[src/hw/tpm_pkg.sv]
////////////////////////////////////////////////////////////////////////////
// Shared types for the TPM FIFO register block
// Bus transaction and register select structs, FSM state enums
// Register offsets, identity and capability constants
////////////////////////////////////////////////////////////////////////////
`default_nettype none

package tpm_pkg;

	typedef logic [7:0]  byte_t;       // One data byte
	typedef logic [2:0]  loc_t;        // Locality number, 0 to 4
	typedef logic [4:0]  loc_onehot_t; // One bit per locality
	typedef logic [11:0] reg_off_t;    // Offset inside a locality page

	// One host transaction, a single byte
	typedef struct packed {
		logic     strobe;
		logic     dir;    // 1 = read
		loc_t     loc;
		reg_off_t off;
		byte_t    wdata;
	} bus_req_t;

	typedef enum logic [2:0] {
		STS_IDLE,
		STS_READY,
		STS_RECEPTION,
		STS_EXECUTION,
		STS_COMPLETION
	} sts_state_t;

	typedef enum logic [1:0] {
		LOC_NONE,
		LOC_RELINQUISH,
		LOC_ACTIVE
	} loc_state_t;

	// Decoded register window, one hot
	typedef struct packed {
		logic access;
		logic int_enable;
		logic int_status;
		logic sts;
		logic fifo;
		logic capability;
		logic id;
		logic none;
	} reg_sel_t;

	// Base offsets, four byte registers except ACCESS and RID
	localparam reg_off_t OFF_ACCESS     = 12'h000;
	localparam reg_off_t OFF_INT_ENABLE = 12'h008;
	localparam reg_off_t OFF_INT_STATUS = 12'h010;
	localparam reg_off_t OFF_INTF_CAP   = 12'h014;
	localparam reg_off_t OFF_STS        = 12'h018;
	localparam reg_off_t OFF_FIFO       = 12'h024;
	localparam reg_off_t OFF_XFIFO      = 12'h080; // XData FIFO alias
	localparam reg_off_t OFF_DID_VID    = 12'hF00;
	localparam reg_off_t OFF_RID        = 12'hF04;

	localparam logic [15:0] DID         = 16'h5654;
	localparam logic [15:0] VID         = 16'h3037;
	localparam byte_t       RID         = 8'hFF;
	localparam logic [1:0]  TPM_FAMILY  = 2'b01;    // TPM 2.0
	localparam logic [15:0] BURST_COUNT = 16'h0040; // Static burst

	// Interface 1.3, 64 byte transfers, static burst, level low and falling edge,
	// commandReady, locality change and dataAvail interrupts
	localparam logic [31:0] INTF_CAP    = 32'h3000_07D5;

endpackage

`default_nettype wire
[src/hw/tpm_fifo_if.sv]
////////////////////////////////////////////////////////////////////////////
// TPM 2.0 FIFO interface register block, top level
// Register front end, locality arbiter, STS FSM, data buffers, interrupts
////////////////////////////////////////////////////////////////////////////
`timescale 1ns/1ps
`default_nettype none

module tpm_fifo_if
#(
	parameter int CMD_DEPTH = 64,
	parameter int RSP_DEPTH = 64
)
(
	input  logic                         clock,
	input  logic                         reset_n,
	input  tpm_pkg::bus_req_t            bus_i,
	output tpm_pkg::byte_t               rd_data_o,
	output tpm_pkg::loc_onehot_t         locality_o,
	output logic                         pirq_n_o,
	output logic                         exec_start_o,
	output logic [31:0]                  cmd_size_o,
	input  logic [$clog2(CMD_DEPTH)-1:0] cmd_addr_i,
	output tpm_pkg::byte_t               cmd_byte_o,
	input  logic                         rsp_wr_i,
	input  tpm_pkg::byte_t               rsp_byte_i,
	input  logic                         exec_done_i
);

	tpm_pkg::reg_sel_t   sel;
	tpm_pkg::loc_t       active_loc;
	tpm_pkg::sts_state_t sts_state;
	tpm_pkg::byte_t      access_rd;
	tpm_pkg::byte_t      sts_rd;
	tpm_pkg::byte_t      int_rd;
	tpm_pkg::byte_t      rsp_rd;
	logic                wr;
	logic                rd;
	logic                fifo_wr;
	logic                fifo_rd;
	logic                active_valid;
	logic                loc_changed;
	logic                seize;
	logic                data_avail;
	logic                command_ready;
	logic                cmd_complete;
	logic                rsp_empty;

	// Data window strobes
	assign fifo_wr = sel.fifo & wr;
	assign fifo_rd = sel.fifo & rd;

	tpm_reg_space u_reg_space (
		.clock(clock), .reset_n(reset_n), .bus_i(bus_i),
		.active_loc_i(active_loc), .active_valid_i(active_valid),
		.access_rd_i(access_rd), .sts_rd_i(sts_rd), .int_rd_i(int_rd),
		.rsp_rd_i(rsp_rd), .data_avail_i(data_avail),
		.sel_o(sel), .wr_o(wr), .rd_o(rd), .rd_data_o(rd_data_o)
	);

	tpm_locality_arbiter u_arbiter (
		.clock(clock), .reset_n(reset_n), .sel_i(sel), .wr_i(wr), .bus_i(bus_i),
		.active_loc_o(active_loc), .active_valid_o(active_valid), .locality_o(locality_o),
		.loc_changed_o(loc_changed), .seize_o(seize), .access_rd_o(access_rd)
	);

	tpm_sts_fsm u_sts (
		.clock(clock), .reset_n(reset_n), .sel_i(sel), .wr_i(wr), .rd_i(rd), .bus_i(bus_i),
		.seize_i(seize), .fifo_wr_i(fifo_wr), .cmd_complete_i(cmd_complete),
		.rsp_empty_i(rsp_empty), .exec_done_i(exec_done_i),
		.state_o(sts_state), .expect_o(), .data_avail_o(data_avail),
		.command_ready_o(command_ready), .exec_start_o(exec_start_o), .sts_rd_o(sts_rd)
	);

	tpm_data_fifo #(.CMD_DEPTH(CMD_DEPTH), .RSP_DEPTH(RSP_DEPTH)) u_data_fifo (
		.clock(clock), .reset_n(reset_n), .wr_i(fifo_wr), .rd_i(fifo_rd), .bus_i(bus_i),
		.sts_i(sts_state), .cmd_addr_i(cmd_addr_i), .rsp_wr_i(rsp_wr_i),
		.rsp_byte_i(rsp_byte_i), .cmd_complete_o(cmd_complete), .cmd_size_o(cmd_size_o),
		.cmd_byte_o(cmd_byte_o), .rsp_empty_o(rsp_empty), .rsp_rd_o(rsp_rd)
	);

	tpm_int_ctrl u_int_ctrl (
		.clock(clock), .reset_n(reset_n), .sel_i(sel), .wr_i(wr), .bus_i(bus_i),
		.command_ready_i(command_ready), .data_avail_i(data_avail),
		.loc_changed_i(loc_changed), .pirq_n_o(pirq_n_o), .int_rd_o(int_rd)
	);

endmodule

`default_nettype wire

[src/hw/tpm_reg_space.sv]
////////////////////////////////////////////////////////////////////////////
// Register space front end
// Offset decode, locality gating, read mux and the registered read byte
////////////////////////////////////////////////////////////////////////////
`timescale 1ns/1ps
`default_nettype none

module tpm_reg_space
(
	input  logic              clock,
	input  logic              reset_n,
	input  tpm_pkg::bus_req_t bus_i,
	input  tpm_pkg::loc_t     active_loc_i,
	input  logic              active_valid_i,
	input  tpm_pkg::byte_t    access_rd_i,
	input  tpm_pkg::byte_t    sts_rd_i,
	input  tpm_pkg::byte_t    int_rd_i,
	input  tpm_pkg::byte_t    rsp_rd_i,
	input  logic              data_avail_i,
	output tpm_pkg::reg_sel_t sel_o,
	output logic              wr_o,
	output logic              rd_o,
	output tpm_pkg::byte_t    rd_data_o
);

	tpm_pkg::reg_sel_t sel;
	tpm_pkg::reg_off_t off;
	tpm_pkg::byte_t    rd_byte;
	tpm_pkg::byte_t    rd_data_q;
	logic [31:0]       id_word;
	logic              granted;
	logic              allowed;

	assign off     = bus_i.off;
	assign id_word = {tpm_pkg::DID, tpm_pkg::VID}; // VID in the low bytes

	// Dword windows, ACCESS and RID are single bytes
	assign sel.access     = off == tpm_pkg::OFF_ACCESS;
	assign sel.int_enable = off[11:2] == tpm_pkg::OFF_INT_ENABLE[11:2];
	assign sel.int_status = off[11:2] == tpm_pkg::OFF_INT_STATUS[11:2];
	assign sel.sts        = off[11:2] == tpm_pkg::OFF_STS[11:2];
	assign sel.fifo       = (off[11:2] == tpm_pkg::OFF_FIFO[11:2]) |
		(off[11:2] == tpm_pkg::OFF_XFIFO[11:2]);
	assign sel.capability = off[11:2] == tpm_pkg::OFF_INTF_CAP[11:2];
	assign sel.id         = (off[11:2] == tpm_pkg::OFF_DID_VID[11:2]) | (off == tpm_pkg::OFF_RID);
	assign sel.none       = ~|{sel.access, sel.int_enable, sel.int_status, sel.sts,
		sel.fifo, sel.capability, sel.id};

	// Only the active locality gets past, except on ACCESS
	assign granted = active_valid_i & (bus_i.loc == active_loc_i);
	assign allowed = ~sel.none & (sel.access ? (bus_i.loc <= 3'd4) : granted);
	assign wr_o    = bus_i.strobe & ~bus_i.dir & allowed;
	assign rd_o    = bus_i.strobe & bus_i.dir & allowed;
	assign sel_o   = sel;

	always_comb
	begin
		rd_byte = 8'hFF;
		if (sel.access)
			rd_byte = access_rd_i;
		else if (sel.int_enable | sel.int_status)
			rd_byte = int_rd_i;
		else if (sel.sts)
			rd_byte = sts_rd_i;
		else if (sel.fifo & data_avail_i)
			rd_byte = rsp_rd_i;                 // No data, 0xFF
		else if (sel.capability)
			rd_byte = tpm_pkg::INTF_CAP[{off[1:0], 3'b000} +: 8];
		else if (sel.id)
			rd_byte = off[2] ? tpm_pkg::RID : id_word[{off[1:0], 3'b000} +: 8];
	end

	// Read byte one cycle after the strobe
	always_ff @(posedge clock or negedge reset_n)
	begin
		if (!reset_n)
			rd_data_q <= 8'hFF;
		else
			rd_data_q <= rd_o ? rd_byte : 8'hFF;
	end

	assign rd_data_o = rd_data_q;

endmodule

`default_nettype wire

[src/hw/tpm_int_ctrl.sv]
////////////////////////////////////////////////////////////////////////////
// Interrupt control
// TPM_INT_ENABLE and TPM_INT_STATUS, source edge detect, PIRQ
////////////////////////////////////////////////////////////////////////////
`timescale 1ns/1ps
`default_nettype none

module tpm_int_ctrl
(
	input  logic              clock,
	input  logic              reset_n,
	input  tpm_pkg::reg_sel_t sel_i,
	input  logic              wr_i,
	input  tpm_pkg::bus_req_t bus_i,
	input  logic              command_ready_i,
	input  logic              data_avail_i,
	input  logic              loc_changed_i,
	output logic              pirq_n_o,
	output tpm_pkg::byte_t    int_rd_o
);

	// Source order {commandReady, locality change, dataAvail}
	logic       gie_q;        // globalIntEnable
	logic [2:0] en_q;
	logic [2:0] flag_q;       // Occurred flags
	logic [2:0] src;
	logic [2:0] src_q;
	logic [2:0] wbits;        // Write byte bits 7, 2 and 0
	logic [2:0] rbits;
	logic       en_wr;
	logic       st_wr;

	assign src   = {command_ready_i, loc_changed_i, data_avail_i};
	assign wbits = {bus_i.wdata[7], bus_i.wdata[2], bus_i.wdata[0]};
	assign en_wr = sel_i.int_enable & wr_i;
	assign st_wr = sel_i.int_status & wr_i & (bus_i.off[1:0] == 2'd0);

	always_ff @(posedge clock or negedge reset_n)
	begin
		if (!reset_n)
		begin
			gie_q  <= 1'b0;
			en_q   <= '0;
			flag_q <= '0;
			src_q  <= '0;
		end
		else
		begin
			src_q <= src;
			if (en_wr & (bus_i.off[1:0] == 2'd3))
				gie_q <= bus_i.wdata[7];
			if (en_wr & (bus_i.off[1:0] == 2'd0))
				en_q <= wbits;
			// Write 1 to clear, new rising edges still land
			flag_q <= (flag_q & ~(st_wr ? wbits : 3'b000)) | (src & ~src_q & en_q & {3{gie_q}});
		end
	end

	assign pirq_n_o = ~|flag_q;
	assign rbits    = sel_i.int_status ? flag_q : en_q;

	always_comb
	begin
		case (bus_i.off[1:0])
			2'd0:    int_rd_o = {rbits[2], 4'h0, rbits[1], 1'b0, rbits[0]};
			2'd3:    int_rd_o = {gie_q & sel_i.int_enable, 7'h00};
			default: int_rd_o = 8'h00;
		endcase
	end

endmodule

`default_nettype wire

[src/hw/tpm_data_fifo.sv]
////////////////////////////////////////////////////////////////////////////
// Command and response buffers behind the data FIFO window
// Byte counting, header size capture, response pop
////////////////////////////////////////////////////////////////////////////
`timescale 1ns/1ps
`default_nettype none

module tpm_data_fifo
#(
	parameter int CMD_DEPTH = 64,
	parameter int RSP_DEPTH = 64
)
(
	input  logic                         clock,
	input  logic                         reset_n,
	input  logic                         wr_i,      // FIFO write, locality checked
	input  logic                         rd_i,      // FIFO read, locality checked
	input  tpm_pkg::bus_req_t            bus_i,
	input  tpm_pkg::sts_state_t          sts_i,
	input  logic [$clog2(CMD_DEPTH)-1:0] cmd_addr_i,
	input  logic                         rsp_wr_i,
	input  tpm_pkg::byte_t               rsp_byte_i,
	output logic                         cmd_complete_o,
	output logic [31:0]                  cmd_size_o,
	output tpm_pkg::byte_t               cmd_byte_o,
	output logic                         rsp_empty_o,
	output tpm_pkg::byte_t               rsp_rd_o
);

	localparam int CAW = $clog2(CMD_DEPTH);
	localparam int RAW = $clog2(RSP_DEPTH);

	tpm_pkg::byte_t cmd_mem [CMD_DEPTH];
	tpm_pkg::byte_t rsp_mem [RSP_DEPTH];
	logic [CAW:0]   cmd_cnt_q;
	logic [31:0]    cmd_size_q;   // Big-endian header size
	logic [RAW-1:0] rsp_wp_q;
	logic [RAW-1:0] rsp_rp_q;
	logic [RAW:0]   rsp_cnt_q;
	logic           clear;
	logic           cmd_wr;
	logic           hdr_size;
	logic           rsp_push;
	logic           rsp_pop;

	assign clear    = sts_i == tpm_pkg::STS_IDLE; // Empty again before Ready
	assign cmd_wr   = wr_i & ~cmd_complete_o & (int'(cmd_cnt_q) < CMD_DEPTH) &
		((sts_i == tpm_pkg::STS_READY) | (sts_i == tpm_pkg::STS_RECEPTION));
	assign hdr_size = cmd_cnt_q inside {[2:5]};   // paramSize bytes
	assign rsp_push = rsp_wr_i & ~clear & (int'(rsp_cnt_q) < RSP_DEPTH);
	assign rsp_pop  = rd_i & ~rsp_empty_o & (sts_i == tpm_pkg::STS_COMPLETION);

	// Complete only once the whole header is in
	assign cmd_complete_o = (int'(cmd_cnt_q) > 5) & (32'(cmd_cnt_q) == cmd_size_q);

	always_ff @(posedge clock)
	begin
		if (cmd_wr)
			cmd_mem[cmd_cnt_q[CAW-1:0]] <= bus_i.wdata;
		if (rsp_push)
			rsp_mem[rsp_wp_q] <= rsp_byte_i;
	end

	always_ff @(posedge clock or negedge reset_n)
	begin
		if (!reset_n)
		begin
			cmd_cnt_q  <= '0;
			cmd_size_q <= '0;
			rsp_wp_q   <= '0;
			rsp_rp_q   <= '0;
			rsp_cnt_q  <= '0;
		end
		else if (clear)
		begin
			cmd_cnt_q  <= '0;
			cmd_size_q <= '0;
			rsp_wp_q   <= '0;
			rsp_rp_q   <= '0;
			rsp_cnt_q  <= '0;
		end
		else
		begin
			if (cmd_wr)
				cmd_cnt_q <= cmd_cnt_q + 1'b1;
			if (cmd_wr & hdr_size)
				cmd_size_q <= {cmd_size_q[23:0], bus_i.wdata};
			// Wrapping pointers, depth need not be a power of two
			if (rsp_push)
				rsp_wp_q <= (int'(rsp_wp_q) == RSP_DEPTH - 1) ? '0 : rsp_wp_q + 1'b1;
			if (rsp_pop)
				rsp_rp_q <= (int'(rsp_rp_q) == RSP_DEPTH - 1) ? '0 : rsp_rp_q + 1'b1;
			rsp_cnt_q <= rsp_cnt_q + {{RAW{1'b0}}, rsp_push} - {{RAW{1'b0}}, rsp_pop};
		end
	end

	assign cmd_size_o  = cmd_size_q;
	assign cmd_byte_o  = cmd_mem[cmd_addr_i];  // Executor side, combinational
	assign rsp_empty_o = rsp_cnt_q == '0;
	assign rsp_rd_o    = rsp_empty_o ? 8'hFF : rsp_mem[rsp_rp_q];

endmodule

`default_nettype wire

[src/hw/tpm_sts_fsm.sv]
////////////////////////////////////////////////////////////////////////////
// TPM_STS command state machine
// commandReady and tpmGo strobes, Expect, dataAvail, exec start pulse
////////////////////////////////////////////////////////////////////////////
`timescale 1ns/1ps
`default_nettype none

module tpm_sts_fsm
(
	input  logic                clock,
	input  logic                reset_n,
	input  tpm_pkg::reg_sel_t   sel_i,
	input  logic                wr_i,
	input  logic                rd_i,
	input  tpm_pkg::bus_req_t   bus_i,
	input  logic                seize_i,
	input  logic                fifo_wr_i,
	input  logic                cmd_complete_i,
	input  logic                rsp_empty_i,
	input  logic                exec_done_i,
	output tpm_pkg::sts_state_t state_o,
	output logic                expect_o,
	output logic                data_avail_o,
	output logic                command_ready_o,
	output logic                exec_start_o,
	output tpm_pkg::byte_t      sts_rd_o
);

	tpm_pkg::sts_state_t state_q;
	logic                sts_wr;
	logic                cmd_ready_wr;
	logic                go_ok;
	logic                avail_q;      // Response phase open
	logic                exec_start_q;

	assign sts_wr       = sel_i.sts & wr_i & (bus_i.off[1:0] == 2'd0);
	assign cmd_ready_wr = sts_wr & bus_i.wdata[6];
	// tpmGo accepted, commandReady or a seize in the same cycle wins
	assign go_ok        = sts_wr & bus_i.wdata[5] & cmd_complete_i & ~bus_i.wdata[6] &
		~seize_i & (state_q == tpm_pkg::STS_RECEPTION);

	always_ff @(posedge clock or negedge reset_n)
	begin
		if (!reset_n)
		begin
			state_q      <= tpm_pkg::STS_IDLE;
			avail_q      <= 1'b0;
			exec_start_q <= 1'b0;
		end
		else
		begin
			exec_start_q <= go_ok;
			if (seize_i)
				state_q <= tpm_pkg::STS_IDLE;
			else
			begin
				case (state_q)
					tpm_pkg::STS_IDLE:
						if (cmd_ready_wr)
							state_q <= tpm_pkg::STS_READY;
					tpm_pkg::STS_READY:
						if (fifo_wr_i)
							state_q <= tpm_pkg::STS_RECEPTION; // First command byte
					tpm_pkg::STS_RECEPTION:
						if (cmd_ready_wr)
							state_q <= tpm_pkg::STS_IDLE;
						else if (go_ok)
							state_q <= tpm_pkg::STS_EXECUTION;
					tpm_pkg::STS_EXECUTION:
						if (cmd_ready_wr)
							state_q <= tpm_pkg::STS_IDLE;
						else if (exec_done_i)
							state_q <= tpm_pkg::STS_COMPLETION;
					default:
						if (cmd_ready_wr)
							state_q <= tpm_pkg::STS_IDLE;
				endcase
			end
			// Opens on exec done, closes on abort or a read past the last byte
			if (seize_i | cmd_ready_wr)
				avail_q <= 1'b0;
			else if (exec_done_i & (state_q == tpm_pkg::STS_EXECUTION))
				avail_q <= 1'b1;
			else if (sel_i.fifo & rd_i & rsp_empty_i)
				avail_q <= 1'b0;
		end
	end

	assign state_o         = state_q;
	assign expect_o        = (state_q == tpm_pkg::STS_RECEPTION) & ~cmd_complete_i;
	assign data_avail_o    = avail_q & ~rsp_empty_i;
	assign command_ready_o = state_q == tpm_pkg::STS_READY;
	assign exec_start_o    = exec_start_q;

	always_comb
	begin
		case (bus_i.off[1:0])
			2'd0:    sts_rd_o = {1'b1, command_ready_o, 1'b0, data_avail_o, expect_o, 3'b000};
			2'd1:    sts_rd_o = tpm_pkg::BURST_COUNT[7:0];
			2'd2:    sts_rd_o = tpm_pkg::BURST_COUNT[15:8];
			default: sts_rd_o = {4'h0, tpm_pkg::TPM_FAMILY, 2'b00};
		endcase
	end

endmodule

`default_nettype wire

[src/hw/tpm_locality_arbiter.sv]
////////////////////////////////////////////////////////////////////////////
// Locality arbiter
// Request, seize and beenSeized flags per locality, grant FSM
// and the TPM_ACCESS read byte
////////////////////////////////////////////////////////////////////////////
`timescale 1ns/1ps
`default_nettype none

module tpm_locality_arbiter
(
	input  logic                 clock,
	input  logic                 reset_n,
	input  tpm_pkg::reg_sel_t    sel_i,
	input  logic                 wr_i,
	input  tpm_pkg::bus_req_t    bus_i,
	output tpm_pkg::loc_t        active_loc_o,
	output logic                 active_valid_o,
	output tpm_pkg::loc_onehot_t locality_o,
	output logic                 loc_changed_o,
	output logic                 seize_o,
	output tpm_pkg::byte_t       access_rd_o
);

	tpm_pkg::loc_state_t  state_q;
	tpm_pkg::loc_t        active_q;
	tpm_pkg::loc_onehot_t req_q;       // requestUse
	tpm_pkg::loc_onehot_t seized_q;    // beenSeized
	tpm_pkg::loc_onehot_t bus_mask;    // Locality of this transaction
	tpm_pkg::loc_onehot_t active_mask;
	tpm_pkg::loc_onehot_t grant_mask;
	tpm_pkg::loc_onehot_t req_set;
	tpm_pkg::loc_onehot_t req_clr;
	tpm_pkg::loc_onehot_t seized_clr;
	tpm_pkg::loc_t        grant_loc;
	logic                 grant_any;
	logic                 acc_wr;
	logic                 relinquish;

	assign bus_mask    = (bus_i.loc <= 3'd4) ? (5'b00001 << bus_i.loc) : 5'b00000;
	assign active_mask = (state_q == tpm_pkg::LOC_ACTIVE) ? (5'b00001 << active_q) : 5'b00000;
	assign grant_mask  = grant_any ? (5'b00001 << grant_loc) : 5'b00000;

	assign acc_wr     = sel_i.access & wr_i; // ACCESS is open to all localities
	assign relinquish = acc_wr & bus_i.wdata[5] & |(active_mask & bus_mask);
	// Seize only from above the active locality
	assign seize_o    = acc_wr & bus_i.wdata[3] & (state_q == tpm_pkg::LOC_ACTIVE) &
		(bus_i.loc > active_q) & (bus_i.loc <= 3'd4);

	assign req_set    = (acc_wr & (bus_i.wdata[1] | bus_i.wdata[3])) ? bus_mask : '0;
	assign req_clr    = ((state_q == tpm_pkg::LOC_RELINQUISH) ? grant_mask : '0) |
		(relinquish ? bus_mask : '0);
	assign seized_clr = (acc_wr & bus_i.wdata[4]) ? bus_mask : '0;

	// Highest pending request wins
	always_comb
	begin
		grant_loc = '0;
		grant_any = 1'b0;
		for (int i = 0; i < 5; i++)
		begin
			if (req_q[i])
			begin
				grant_loc = tpm_pkg::loc_t'(i);
				grant_any = 1'b1;
			end
		end
	end

	always_ff @(posedge clock or negedge reset_n)
	begin
		if (!reset_n)
		begin
			state_q  <= tpm_pkg::LOC_NONE;
			active_q <= '0;
			req_q    <= '0;
			seized_q <= '0;
		end
		else
		begin
			case (state_q)
				tpm_pkg::LOC_NONE:
					if (|req_q)
						state_q <= tpm_pkg::LOC_RELINQUISH;
				tpm_pkg::LOC_RELINQUISH:
				begin
					state_q  <= grant_any ? tpm_pkg::LOC_ACTIVE : tpm_pkg::LOC_NONE;
					active_q <= grant_loc;
				end
				default:
					if (relinquish | seize_o)
						state_q <= tpm_pkg::LOC_RELINQUISH;
			endcase
			req_q    <= (req_q & ~req_clr) | req_set;      // A new request beats the clear
			seized_q <= (seized_q & ~seized_clr) | (seize_o ? active_mask : '0);
		end
	end

	assign active_loc_o   = active_q;
	assign active_valid_o = state_q == tpm_pkg::LOC_ACTIVE;
	assign locality_o     = active_mask;
	assign loc_changed_o  = state_q == tpm_pkg::LOC_RELINQUISH;

	// Seen by the locality of the read
	assign access_rd_o = {
		state_q != tpm_pkg::LOC_RELINQUISH, // tpmRegValidSts
		1'b0,
		|(active_mask & bus_mask),          // activeLocality
		|(seized_q & bus_mask),
		1'b0,
		|req_q,                             // pendingRequest
		|(req_q & bus_mask),
		1'b1                                // tpmEstablishment
	};

endmodule

`default_nettype wire

[config.mk]
export PLATFORM = sky130hd
export DESIGN_NAME = tpm_fifo_if
export DESIGN_NICKNAME = d
export VERILOG_FILES = /design/src/hw/tpm_pkg.sv /design/src/hw/tpm_fifo_if.sv /design/src/hw/tpm_reg_space.sv /design/src/hw/tpm_int_ctrl.sv /design/src/hw/tpm_data_fifo.sv /design/src/hw/tpm_sts_fsm.sv /design/src/hw/tpm_locality_arbiter.sv
export SDC_FILE = /design/constraint.sdc
export NUM_CORES = 1
export LEC_CHECK = 0
export ABC_AREA = 1
export BUFFER_PORTS_ARGS = -buffer_cell sky130_fd_sc_hd__buf_2
export CORE_MARGIN = 1
export CORE_UTILIZATION = 55
export CTS_BUF_LIST = sky130_fd_sc_hd__clkbuf_4
export DETAILED_ROUTE_END_ITERATION = 12
export HOLD_SLACK_MARGIN = 0.1
export PLACE_DENSITY_LB_ADDON = 0.25
export SETUP_SLACK_MARGIN = 0.1
export SLEW_MARGIN = 5
export SYNTH_ARGS = -nofsm -noshare
export SYNTH_HDL_FRONTEND = slang
export SYNTH_SLANG_ARGS = --single-unit
[constraint.sdc]
create_clock -name clock -period 7.6 [get_ports clock]
set_input_delay 1.14 -clock clock [delete_from_list [all_inputs] [get_ports clock]]
set_output_delay 1.14 -clock clock [all_outputs]
set_load 0.005 [all_outputs]
# Word level (Yosys, flattened, before mapping)
# Memories as Yosys holds them, arrays and structs flattened.
# Index checks and enable logic that the tools add are counted.
[word_totals]
ramBits = 1024
out_inout_bits = 55
ff_bits = 96
memories = 2
input_bits = 43
[classes]
order_cmp = 7
n_shift = 5
bitwise = 75
n_reduce_logical = 22
addsub = 5
mux = 62
n_eq_ne = 27
[mem_list]
columns = ["memory", "depth", "word_bits", "rd", "rd_clocked_by_memory_dff", "write_ports", "line_no", "text"]
rows = [
  ["u_data_fifo.cmd_mem", 64, 8, 1, 0, 1, "tpm_data_fifo.sv:33", "tpm_pkg::byte_t cmd_mem [CMD_DEPTH];"],
  ["u_data_fifo.rsp_mem", 64, 8, 1, 0, 1, "tpm_data_fifo.sv:34", "tpm_pkg::byte_t rsp_mem [RSP_DEPTH];"],
]
[op_table]
columns = ["operator", "count"]
rows = [
  ["$mux 8", 9],
  ["$mux 32", 2],
  ["$shiftx 32x6->8 const A", 2],
  ["$and 1x1->1", 45],
  ["$mux 5", 8],
  ["$mux 6", 6],
  ["$mux 3", 11],
  ["$eq 7x32->1", 1],
  ["$eq 10x3->1 const B", 3],
  ["$and 5x5->5", 5],
  ["$pmux 8 s3", 1],
  ["$mux 7", 3],
  ["$reduce_or 5->1", 4],
  ["$pmux 8 s2", 1],
  ["$or 5x5->5", 3],
  ["$shl 1x3->5 const A", 3],
  ["$lt 7x7->1 const B", 2],
  ["$mux 1", 14],
  ["$add 6x1->6 const B", 2],
  ["$and 3x3->3", 4],
  ["$eq 12x12->1 const B", 1],
  ["$eq 6x1->1 const B", 2],
  ["$logic_not 12->1", 1],
  ["$pmux 3 s4", 1],
  ["43 further kinds", 69],
]

# Depth between registers and ports, before layout
# Gate-level depths: netlist (run 1).
[depth]
ltp_word = 17
ltp_mapped = 28
depth_no_buf = 28

# Modules after synthesis
# From an unflattened synthesis (run 1), not the netlist that was laid out.
[unflattened]
hier_cells = 4672
hier_area_um2 = 48632.9
[modules_own_cells]
columns = ["mod", "seq_area_each_um2", "area_per_inst_um2", "n_inst", "cells_each"]
rows = [
  ["tpm_data_fifo", 32200.9, 45383.5, 1, 4177],
  ["tpm_reg_space", 210.2, 1209.9, 1, 213],
  ["tpm_locality_arbiter", 375.4, 1042.2, 1, 147],
  ["tpm_int_ctrl", 250.2, 539.3, 1, 66],
  ["tpm_sts_fsm", 125.1, 442.9, 1, 65],
  ["tpm_fifo_if", 0.0, 15.0, 1, 4],
]

# Worst setup path before layout (run 1)
# Ideal clock, no wire load.
[synth_path]
path_type = "in2reg"
startpoint = "input bus_i[9] (netlist name)"
endpoint = "register u_data_fifo.rsp_cnt_q[6]"
stages = 24
arrival_ns = 4.302
required_time_ns = 7.523
n_path_buf = 0
slack_ns = 3.221
path_cell_list = "inv_1 ha_1 inv_2 nor2_1 nand2_2 o21ai_2 inv_2 nor2_4 nand3_2 inv_2 nand2_1 nor2_2 ha_1 inv_1 ha_1 inv_1 fa_1 o31ai_1 inv_1 nor2_1 nor2_1 o21bai_1 o21ai_0 a21oi_1"
[synth_between]
elab_chain_len = 10
word_cells_on_any_way = 12
classes_between = "add/sub (1); eq/ne (1); mux (2); bitwise (6); reduce/logical (2)"
[synth_lines]
columns = ["item", "line_no", "text"]
rows = [
  ["from (decl)", "tpm_fifo_if.sv:16", "input tpm_pkg::bus_req_t bus_i,"],
  ["$eq 12x12->1", "tpm_reg_space.sv:45", "assign sel.id = (off[11:2] == tpm_pkg::OFF_DID_VID[11:2]) | (off == tpm_pkg::OFF_RID);"],
  ["$or 1x1->1", "tpm_reg_space.sv:45", ""],
  ["$reduce_or 7->1", "tpm_reg_space.sv:46", "assign sel.none = ~|{sel.access, sel.int_enable, sel.int_status, sel.sts,"],
  ["$and 1x1->1 (*)", "tpm_reg_space.sv:51", "assign allowed = ~sel.none & (sel.access ? (bus_i.loc <= 3'd4) : granted);"],
  ["$and 1x1->1 (*)", "tpm_reg_space.sv:53", "assign rd_o = bus_i.strobe & bus_i.dir & allowed;"],
  ["$and 1x1->1 (*)", "tpm_fifo_if.sv:50", "assign fifo_rd = sel.fifo & rd;"],
  ["$and 1x1->1 (*) (2 in a row)", "tpm_data_fifo.sv:51", "assign rsp_pop = rd_i & ~rsp_empty_o & (sts_i == tpm_pkg::STS_COMPLETION);"],
  ["$sub 7x1->7 (*)", "tpm_data_fifo.sv:93", "rsp_cnt_q <= rsp_cnt_q + {{RAW{1'b0}}, rsp_push} - {{RAW{1'b0}}, rsp_pop};"],
  ["$mux 7 (*)", "tpm_data_fifo.sv:74", "else if (clear)"],
  ["to (signal assigned)", "tpm_data_fifo.sv:93", ""],
  ["to (decl)", "tpm_data_fifo.sv:39", "logic [RAW:0] rsp_cnt_q;"],
]
# Mark *: on every way between the ends. The rest lies on a longest branch, timed or not.
# A chain may end at the register's enable or synchronous reset.

# Final worst setup path (run 1)
[layout_path]
startpoint = "input cmd_addr_i[0]"
endpoint = "output cmd_byte_o[6]"
[layout_between]
elab_chain_len = 1
[layout_lines]
columns = ["item", "line_no", "text"]
rows = [
  ["from (decl)", "tpm_fifo_if.sv:22", "input logic [$clog2(CMD_DEPTH)-1:0] cmd_addr_i,"],
  ["$mem_v2 64x8", "-", ""],
  ["to (decl)", "tpm_fifo_if.sv:23", "output tpm_pkg::byte_t cmd_byte_o,"],
]
# Every way passes these cells.

==> results of run 1 <==
-- report_power, final --
part / switching (mW) / internal [mW] / total, mW / leakage, nW
Combinational: 0.309 / 0.0890 / 0.398 / 4.85
Sequential: 0.000000472 / 6.72 / 6.72 / 10.5
Clock: 2.37 / 2.62 / 4.99 / 2.09
Total: 2.68 / 9.43 / 12.1 / 17.4
-- sequential cells by signal (all words and copies together) (netlist names), 2 cells and up --
register                count
u_arbiter.state_q           2
u_int_ctrl.en_q             3
u_data_fifo.cmd_size_o     32
u_int_ctrl.flag_q           3
u_arbiter.active_loc_o      3
u_data_fifo.rsp_rp_q        6
u_sts.state_o               3
u_arbiter.req_q             5
u_int_ctrl.src_q            3
u_data_fifo.rsp_mem       512
u_data_fifo.cmd_cnt_q       7
u_data_fifo.cmd_mem       512
u_data_fifo.rsp_cnt_q       7
u_reg_space.rd_data_o       8
u_arbiter.seized_q          5
u_data_fifo.rsp_wp_q        6
-- critical path, delay by kind of cell --
family,cells,cell delay (ns)
AO/OA/AOI/OAI,4,1.19
buffers and inverters,4,1.57
AND/OR/NAND/NOR,2,0.22
-- routing by layer --
layer	vias to the layer above	global-route usage, %
met4	0	10.32
met1	15393	38.87
met3	265	5.696
met5	-	0
met2	1690	41.60
li1	14550	-
-- cell families after synthesis --
kind of cell,Yosys count
XOR/XNOR,5
flip-flops,1120
AND/OR/NAND/NOR,1217
AO/OA/AOI/OAI,1047
buffers and inverters,393
adder cells (fa/ha/maj),23
multiplexers,1
-- cells in the mapped netlist (all sizes together), types with 41 or more instances --
cell type,instances,area (um^2)
a21oi,41,209.0
nand2,184,705.7
nor2,836,3198
edfxtp,1024,30750
nand3,140,773.2
o22ai,190,1189
o211ai,45,342.8
o21ai,649,3256
clkbuf,190,713.2
inv,162,608.1
dfrtp,88,2202
o221ai,98,858.3
-- final cells by class --
class | count | area (um^2)
Antenna cell | 5 | 12.51
Clock buffer | 405 | 3040
Clock inverter | 80 | 446.7
Fill cell | 6462 | 31600
Inverter | 168 | 643.1
Multi-Input combinational cell | 2293 | 11430
Sequential cell | 1120 | 33170
Tap cell | 1070 | 1339
Timing Repair Buffer | 135 | 822.0
-- placed cells by master (no fill, tap or decap), types with 8 or more instances in the layout --
cell type,Yosys,final
o22ai_1,190,190
nand4_1,17,17
o21ai_1,14,14
edfxtp_1,1024,1024
o21ai_0,633,633
clkbuf_4,0,405
buf_2,31,94
o211ai_1,44,44
nand3_1,130,130
nand2_1,178,178
buf_4,0,36
a21oi_1,40,40
dfstp_2,8,8
nor2_1,827,827
dfrtp_1,88,85
inv_1,144,140
clkinv_1,6,63
nor3_1,24,24
ha_1,22,22
inv_2,18,28
o221ai_1,98,98
clkinv_2,0,8
nor4_1,9,9
-- worst paths after layout --
path | from | endpoint | depth (start not counted)
setup / recovery | cmd_addr_i[0] | cmd_byte_o[6] | 10
hold / removal | exec_done_i | u_sts.state_o[2] | 3
setup reg to reg | u_arbiter.active_loc_o[2] | u_data_fifo.rsp_cnt_q[6] | 24
hold reg to reg | u_int_ctrl.src_q[2] | u_int_ctrl.flag_q[2] | 1
max in group asynchronous | reset_n | u_data_fifo.rsp_rp_q[1] | 3
min in group asynchronous | reset_n | u_data_fifo.cmd_size_o[0] | 2
-- stage by stage --
stage                     hold WS (ns)  utilization [%]  setup slack [ns]  cell area [um^2]
final                           0.3745            61.69             2.282             50900
after global routing            0.3215            61.69             2.063             50900
after CTS                       0.2771            61.68             2.270             50890
after detailed placement        0.4350            57.44             2.265             47390
after global placement          0.4177            57.44             2.233             47390
after floorplan                 0.4087                -             3.221             46100
==> out/results.tsv, run 1 <==
stage	metric	value	unit
status	outcome	finished, final reports clean	
yosys	Cell variety after synth	50	
timing	setup violators final	0	
critical_path	crit path max-delay cell type	o311ai_0	
yosys	largest family of logic cells by synthesized area	compound AO/OA/AOI/OAI gates	
timing	fmax	0.1880	GHz
yosys	xor/xnor cell area share of the yosys netlist	0.09499	%
yosys	syn nets	3872	
clocking	hold buffer count at cts	1	
timing	Setup Skew	0.1233	ns
die	IO Pins	98	
routing	DRC violations left	0	
yosys	synthesized area	0.04610	mm^2
worst_hold_path	class of the worst hold path	in -> reg	
die	area of the core	0.08250	mm^2
routing	wire length per cell	22.11	um
clocking	TritonCTS clock tree	built	
routing	met3 wire length	11110	um
die	num rows	105	
timing	Tightest Pin Transition	1.251	ns
pwr	Pleak	17.41	nW
timing	post-layout min period	5.318	ns
critical_path	Crit. End Element	output pin	
yosys	mux contribution to synthesized area	0.02171	%
routing	Antenna Nets Post-Route	0	
routing	DR iter-0 viols	3695	
final_layout	nets	4080	
critical_path	Critical Path Source Type	input port	
pwr	Power Dens Cells	237.9	mW/mm^2
place	routability cong.	0.8943	
yosys	Mapped Avg Cell Area	12.11	um^2
critical_path	Worst path max stage delay	0.73	ns
global_route	number of global-route vias before repair	30710	
yosys	top_reg_cell synth	edfxtp_1	
yosys	post-synthesis compound-gate area fraction	13.11	%
yosys	Async SR Flop Fraction	8.571	%
timing	Slew Viols, Final	0	
pwr	Peak VDD IR	0.1858	mV
place	Cells after DPL	4785	
die	initial core utilization	55.88	%
timing	Worst slew margin	16.59	%
clocking	TritonCTS Buffers	296	
routing	via count	31898	
final_layout	share of cells above drive strength 1	14.97	%
global_route	first-pass GRT wire length	176900	um
pwr	total power	12.11	mW
clocking	later-pin clock latency in the skew report	1.22	ns
critical_path	Crit Path Category	in -> out	
yosys	Syn. warnings	0	
timing	Fin. Hold Viols	0	
place	IO buf count	97	
final_layout	area delta synth->final	10.41	%
yosys	Simple-Gate Fraction of Synth Area	10.91	%
timing	period utilization	69.98	%
yosys	post-synthesis sequential area ratio	71.93	%
routing	Max Used Layer	met4	
critical_path	Worst EP required	6.46	ns
place	dpl hpwl	65240	um
global_route	Total GRT Usage	27.30	%
clocking	CTS max path bufs	4	
global_route	GRT Residual Overflow	0	
clocking	CTS Sinks	1120	
routing	DRT Pass-1 Iters	6	
yosys	flops & latches, synth	1120	
clocking	# resized after CTS	0	
global_route	largest net degree at the start of global routing	153	
clocking	post-CTS setup buffer count	0	
critical_path	Worst Path Arrival	4.18	ns
routing	drt total wl	116700	um
critical_path	R2R Setup Slk	3.70	ns
job	Max-Cap Viols	0	
yosys	adder-cell share of the synthesized area	0.6405	%
die	Die Ht	291.5	um
global_route	antenna violations before repair	2	
die	chip width	291.5	um
yosys	synthesized instance count	3806	
critical_path	CP Cell Sequence	buf_6 > inv_6 > buf_4 > o21ai_0 > o22ai_1 > o21ai_0 > nor2_1 > o311ai_0 > nand2_1 > buf_2	
routing	wire length on met2	53730	um
die	DIE AREA	0.08498	mm^2
critical_path	crit path max fanout	116	
clocking	Clk pin slew, worst setup/hold paths	0.06	ns
clocking	H-tree Lvls	5	
yosys	number of enable flip-flop cells after synthesis	1024	
timing	TNS Setup	0	ns
routing	wl on met1	48410	um
critical_path	Crit path top cell by count	o21ai_0	
final_layout	fin cells	5276	
clocking	Root Driver	clkbuf_4	
timing	RSZ-0062 raised after global routing	no	
routing	Vias/cell	6.046	
(Power assumes the default switching activity.)
==> run 2: changes to the inputs <==
==> constraint.sdc (replaced) <==
create_clock -name clock -period 5.5 [get_ports clock]
set_input_delay 0.825 -clock clock [delete_from_list [all_inputs] [get_ports clock]]
set_output_delay 0.825 -clock clock [all_outputs]
set_load 0.005 [all_outputs]
==> run 2 against run 1 <==
Non-clock buffer count rose by 27. Sequential share of layout area fell by 0.43 points. Largest cell class unchanged. Combinational power increased by 43%. Global-route usage grew 0.49 points.
==> out/results.tsv, run 2 (synthesized netlist as in run 1, its figures left out) <==
stage	metric	value	unit
status	outcome	finished, final reports clean	
pwr	Pleak	17.62	nW
final_layout	area of the multi-input gates	0.01143	mm^2
critical_path	Worst EP required	6.56	ns
critical_path	worst r2r src	u_arbiter.active_loc_o[2]	
worst_hold_path	Hold Startpoint	bus_i[3]	
clocking	H-tree Lvls	5	
place	routability cong.	0.9012	
clocking	CTS max path bufs	4	
clocking	CTS Sinks	1120	
worst_hold_path	worst hold path cell count	1	
routing	via count	31973	
global_route	first-pass GRT wire length	180000	um
critical_path	Worst R2R End	u_data_fifo.rsp_cnt_q[6]	
final_layout	share of cells above drive strength 1	15.77	%
timing	Worst slew margin	19.79	%
die	IO Pins	98	
clocking	later-pin clock latency in the skew report	1.18	ns
clocking	Root Driver	clkbuf_4	
timing	fmax	0.2135	GHz
die	area of the core	0.08250	mm^2
timing	TNS Setup	0	ns
final_layout	area delta synth->final	11.15	%
final_layout	Fill cells	6483	
clocking	TritonCTS clock tree	built	
die	DIE AREA	0.08498	mm^2
job	Max-Cap Viols	0	
timing	Setup Skew	0.1067	ns
clocking	TritonCTS Buffers	300	
critical_path	worst r2r path cells	25	
routing	DRT Pass-1 Iters	6	
global_route	largest net degree at the start of global routing	171	
routing	Antenna Nets Post-Route	0	
timing	hold slack	0.2363	ns
timing	Fin. Hold Viols	0	
routing	Vias/cell	6.012	
die	chip width	291.5	um
timing	RSZ-0062 raised after global routing	no	
critical_path	Crit. End Element	register	
place	dpl hpwl	67170	um
clocking	Clk pin slew, worst setup/hold paths	0.07	ns
critical_path	R2R Setup Slk	1.09	ns
global_route	Total GRT Usage	27.79	%
die	num rows	105	
timing	Tightest Pin Transition	1.203	ns
pwr	Peak VDD IR	0.1974	mV
timing	period utilization	85.14	%
final_layout	register area	0.03317	mm^2
global_route	antenna violations before repair	4	
place	Post-Place Setup Slack	0.8443	ns
die	initial core utilization	55.88	%
final_layout	most frequent cells in the layout	edfxtp_1, nor2_1, o21ai_0, clkbuf_4, o22ai_1	
die	Die Ht	291.5	um
timing	setup violators final	0	
final_layout	fin cells	5318	
timing	final setup margin	0.8171	ns
final_layout	commonest non-fill, non-tap cell in the layout	edfxtp_1	
routing	wire length per cell	22.04	um
worst_hold_path	Hold EP	u_data_fifo.cmd_mem[41][3]	
critical_path	crit path max fanout	9	
routing	DRC violations left	0	
place	Cells after DPL	4801	
pwr	Power Dens Cells	328.5	mW/mm^2
global_route	number of global-route vias before repair	31124	
final_layout	nets	4111	
routing	DR iter-0 viols	3904	
critical_path	Worst Path Arrival	5.74	ns
timing	post-layout min period	4.683	ns
global_route	GRT Residual Overflow	0	
place	IO buf count	97	
worst_hold_path	class of the worst hold path	in -> reg	
routing	drt total wl	117200	um
critical_path	Critical Path Source Type	input port	
timing	Slew Viols, Final	0	
pwr	total power	16.83	mW
critical_path	Crit Path Category	in -> reg	
[run 2: cell type report]
cell class,count,share of cell area [%]
tap,1070,2.613
antenna,5,0.02442
multi-input combinational,2293,22.30
clock buffer,426,6.241
inverter,168,1.255
clock inverter,74,0.7325
sequential,1120,64.73
timing repair buffer,162,2.102
[run 2: power by group]
group	internal (mW)	leakage, nW	switching, mW	total [mW]
Sequential	9.29	10.5	0.000000714	9.29
Combinational	0.134	4.97	0.436	0.570
Clock	3.69	2.17	3.29	6.98
Total	13.1	17.6	3.72	16.8
[run 2: per-layer routing]
metal	vias up	share of wire (%)	GRT usage [%]
met5	-	0.013	0
met4	2	2.2	9.435
met3	204	10	7.177
met2	1673	46	42.17
met1	15443	41	39.21
li1	14651	-	-
[run 2: timing repair]
item,in CTS,in global routing
setup buffers,0,0
gates resized for setup,0,0
hold endpoints to repair,83,0
hold buffers,12,0
[run 2: worst max-delay path, stage by stage]
cell and delay, ns:
dlygate4sd3_1 0.53, buf_2 0.14, inv_1 0.15, ha_1 0.32
inv_2 0.09, nor2_1 0.13, nand2_2 0.15, nand3_1 0.21
nor2_1 0.11, nor2_4 0.16, nand3_2 0.08, dlygate4sd3_1 0.68
inv_2 0.11, nand2_1 0.08, nor2_2 0.12, ha_1 0.23
inv_1 0.05, ha_1 0.15, inv_1 0.06, fa_1 0.43
o31ai_1 0.30, inv_1 0.07, nor2_1 0.12, nor2_1 0.05
o21bai_1 0.15, o21ai_0 0.10, a21oi_1 0.12
[run 2: through the flow]
step                      area, um^2  util, %
after detailed placement       47540    57.62
after CTS                      51230    62.09
final                          51240    62.11
after floorplan                46100        -
after global routing           51240    62.10
after global placement         47540    57.62
[run 2: worst max path at each step]
stage	from	to	slack, ns	cells past startpoint
after global placement	bus_i[9]	u_data_fifo.rsp_cnt_q[6]	0.89	25
after global routing	bus_i[9]	u_data_fifo.rsp_cnt_q[6]	0.47	27
final	bus_i[9]	u_data_fifo.rsp_cnt_q[6]	0.82	27
after floorplan	bus_i[9]	u_data_fifo.rsp_cnt_q[6]	1.44	24
after CTS	bus_i[9]	u_data_fifo.rsp_cnt_q[6]	0.97	27
after detailed placement	bus_i[9]	u_data_fifo.rsp_cnt_q[6]	0.84	25
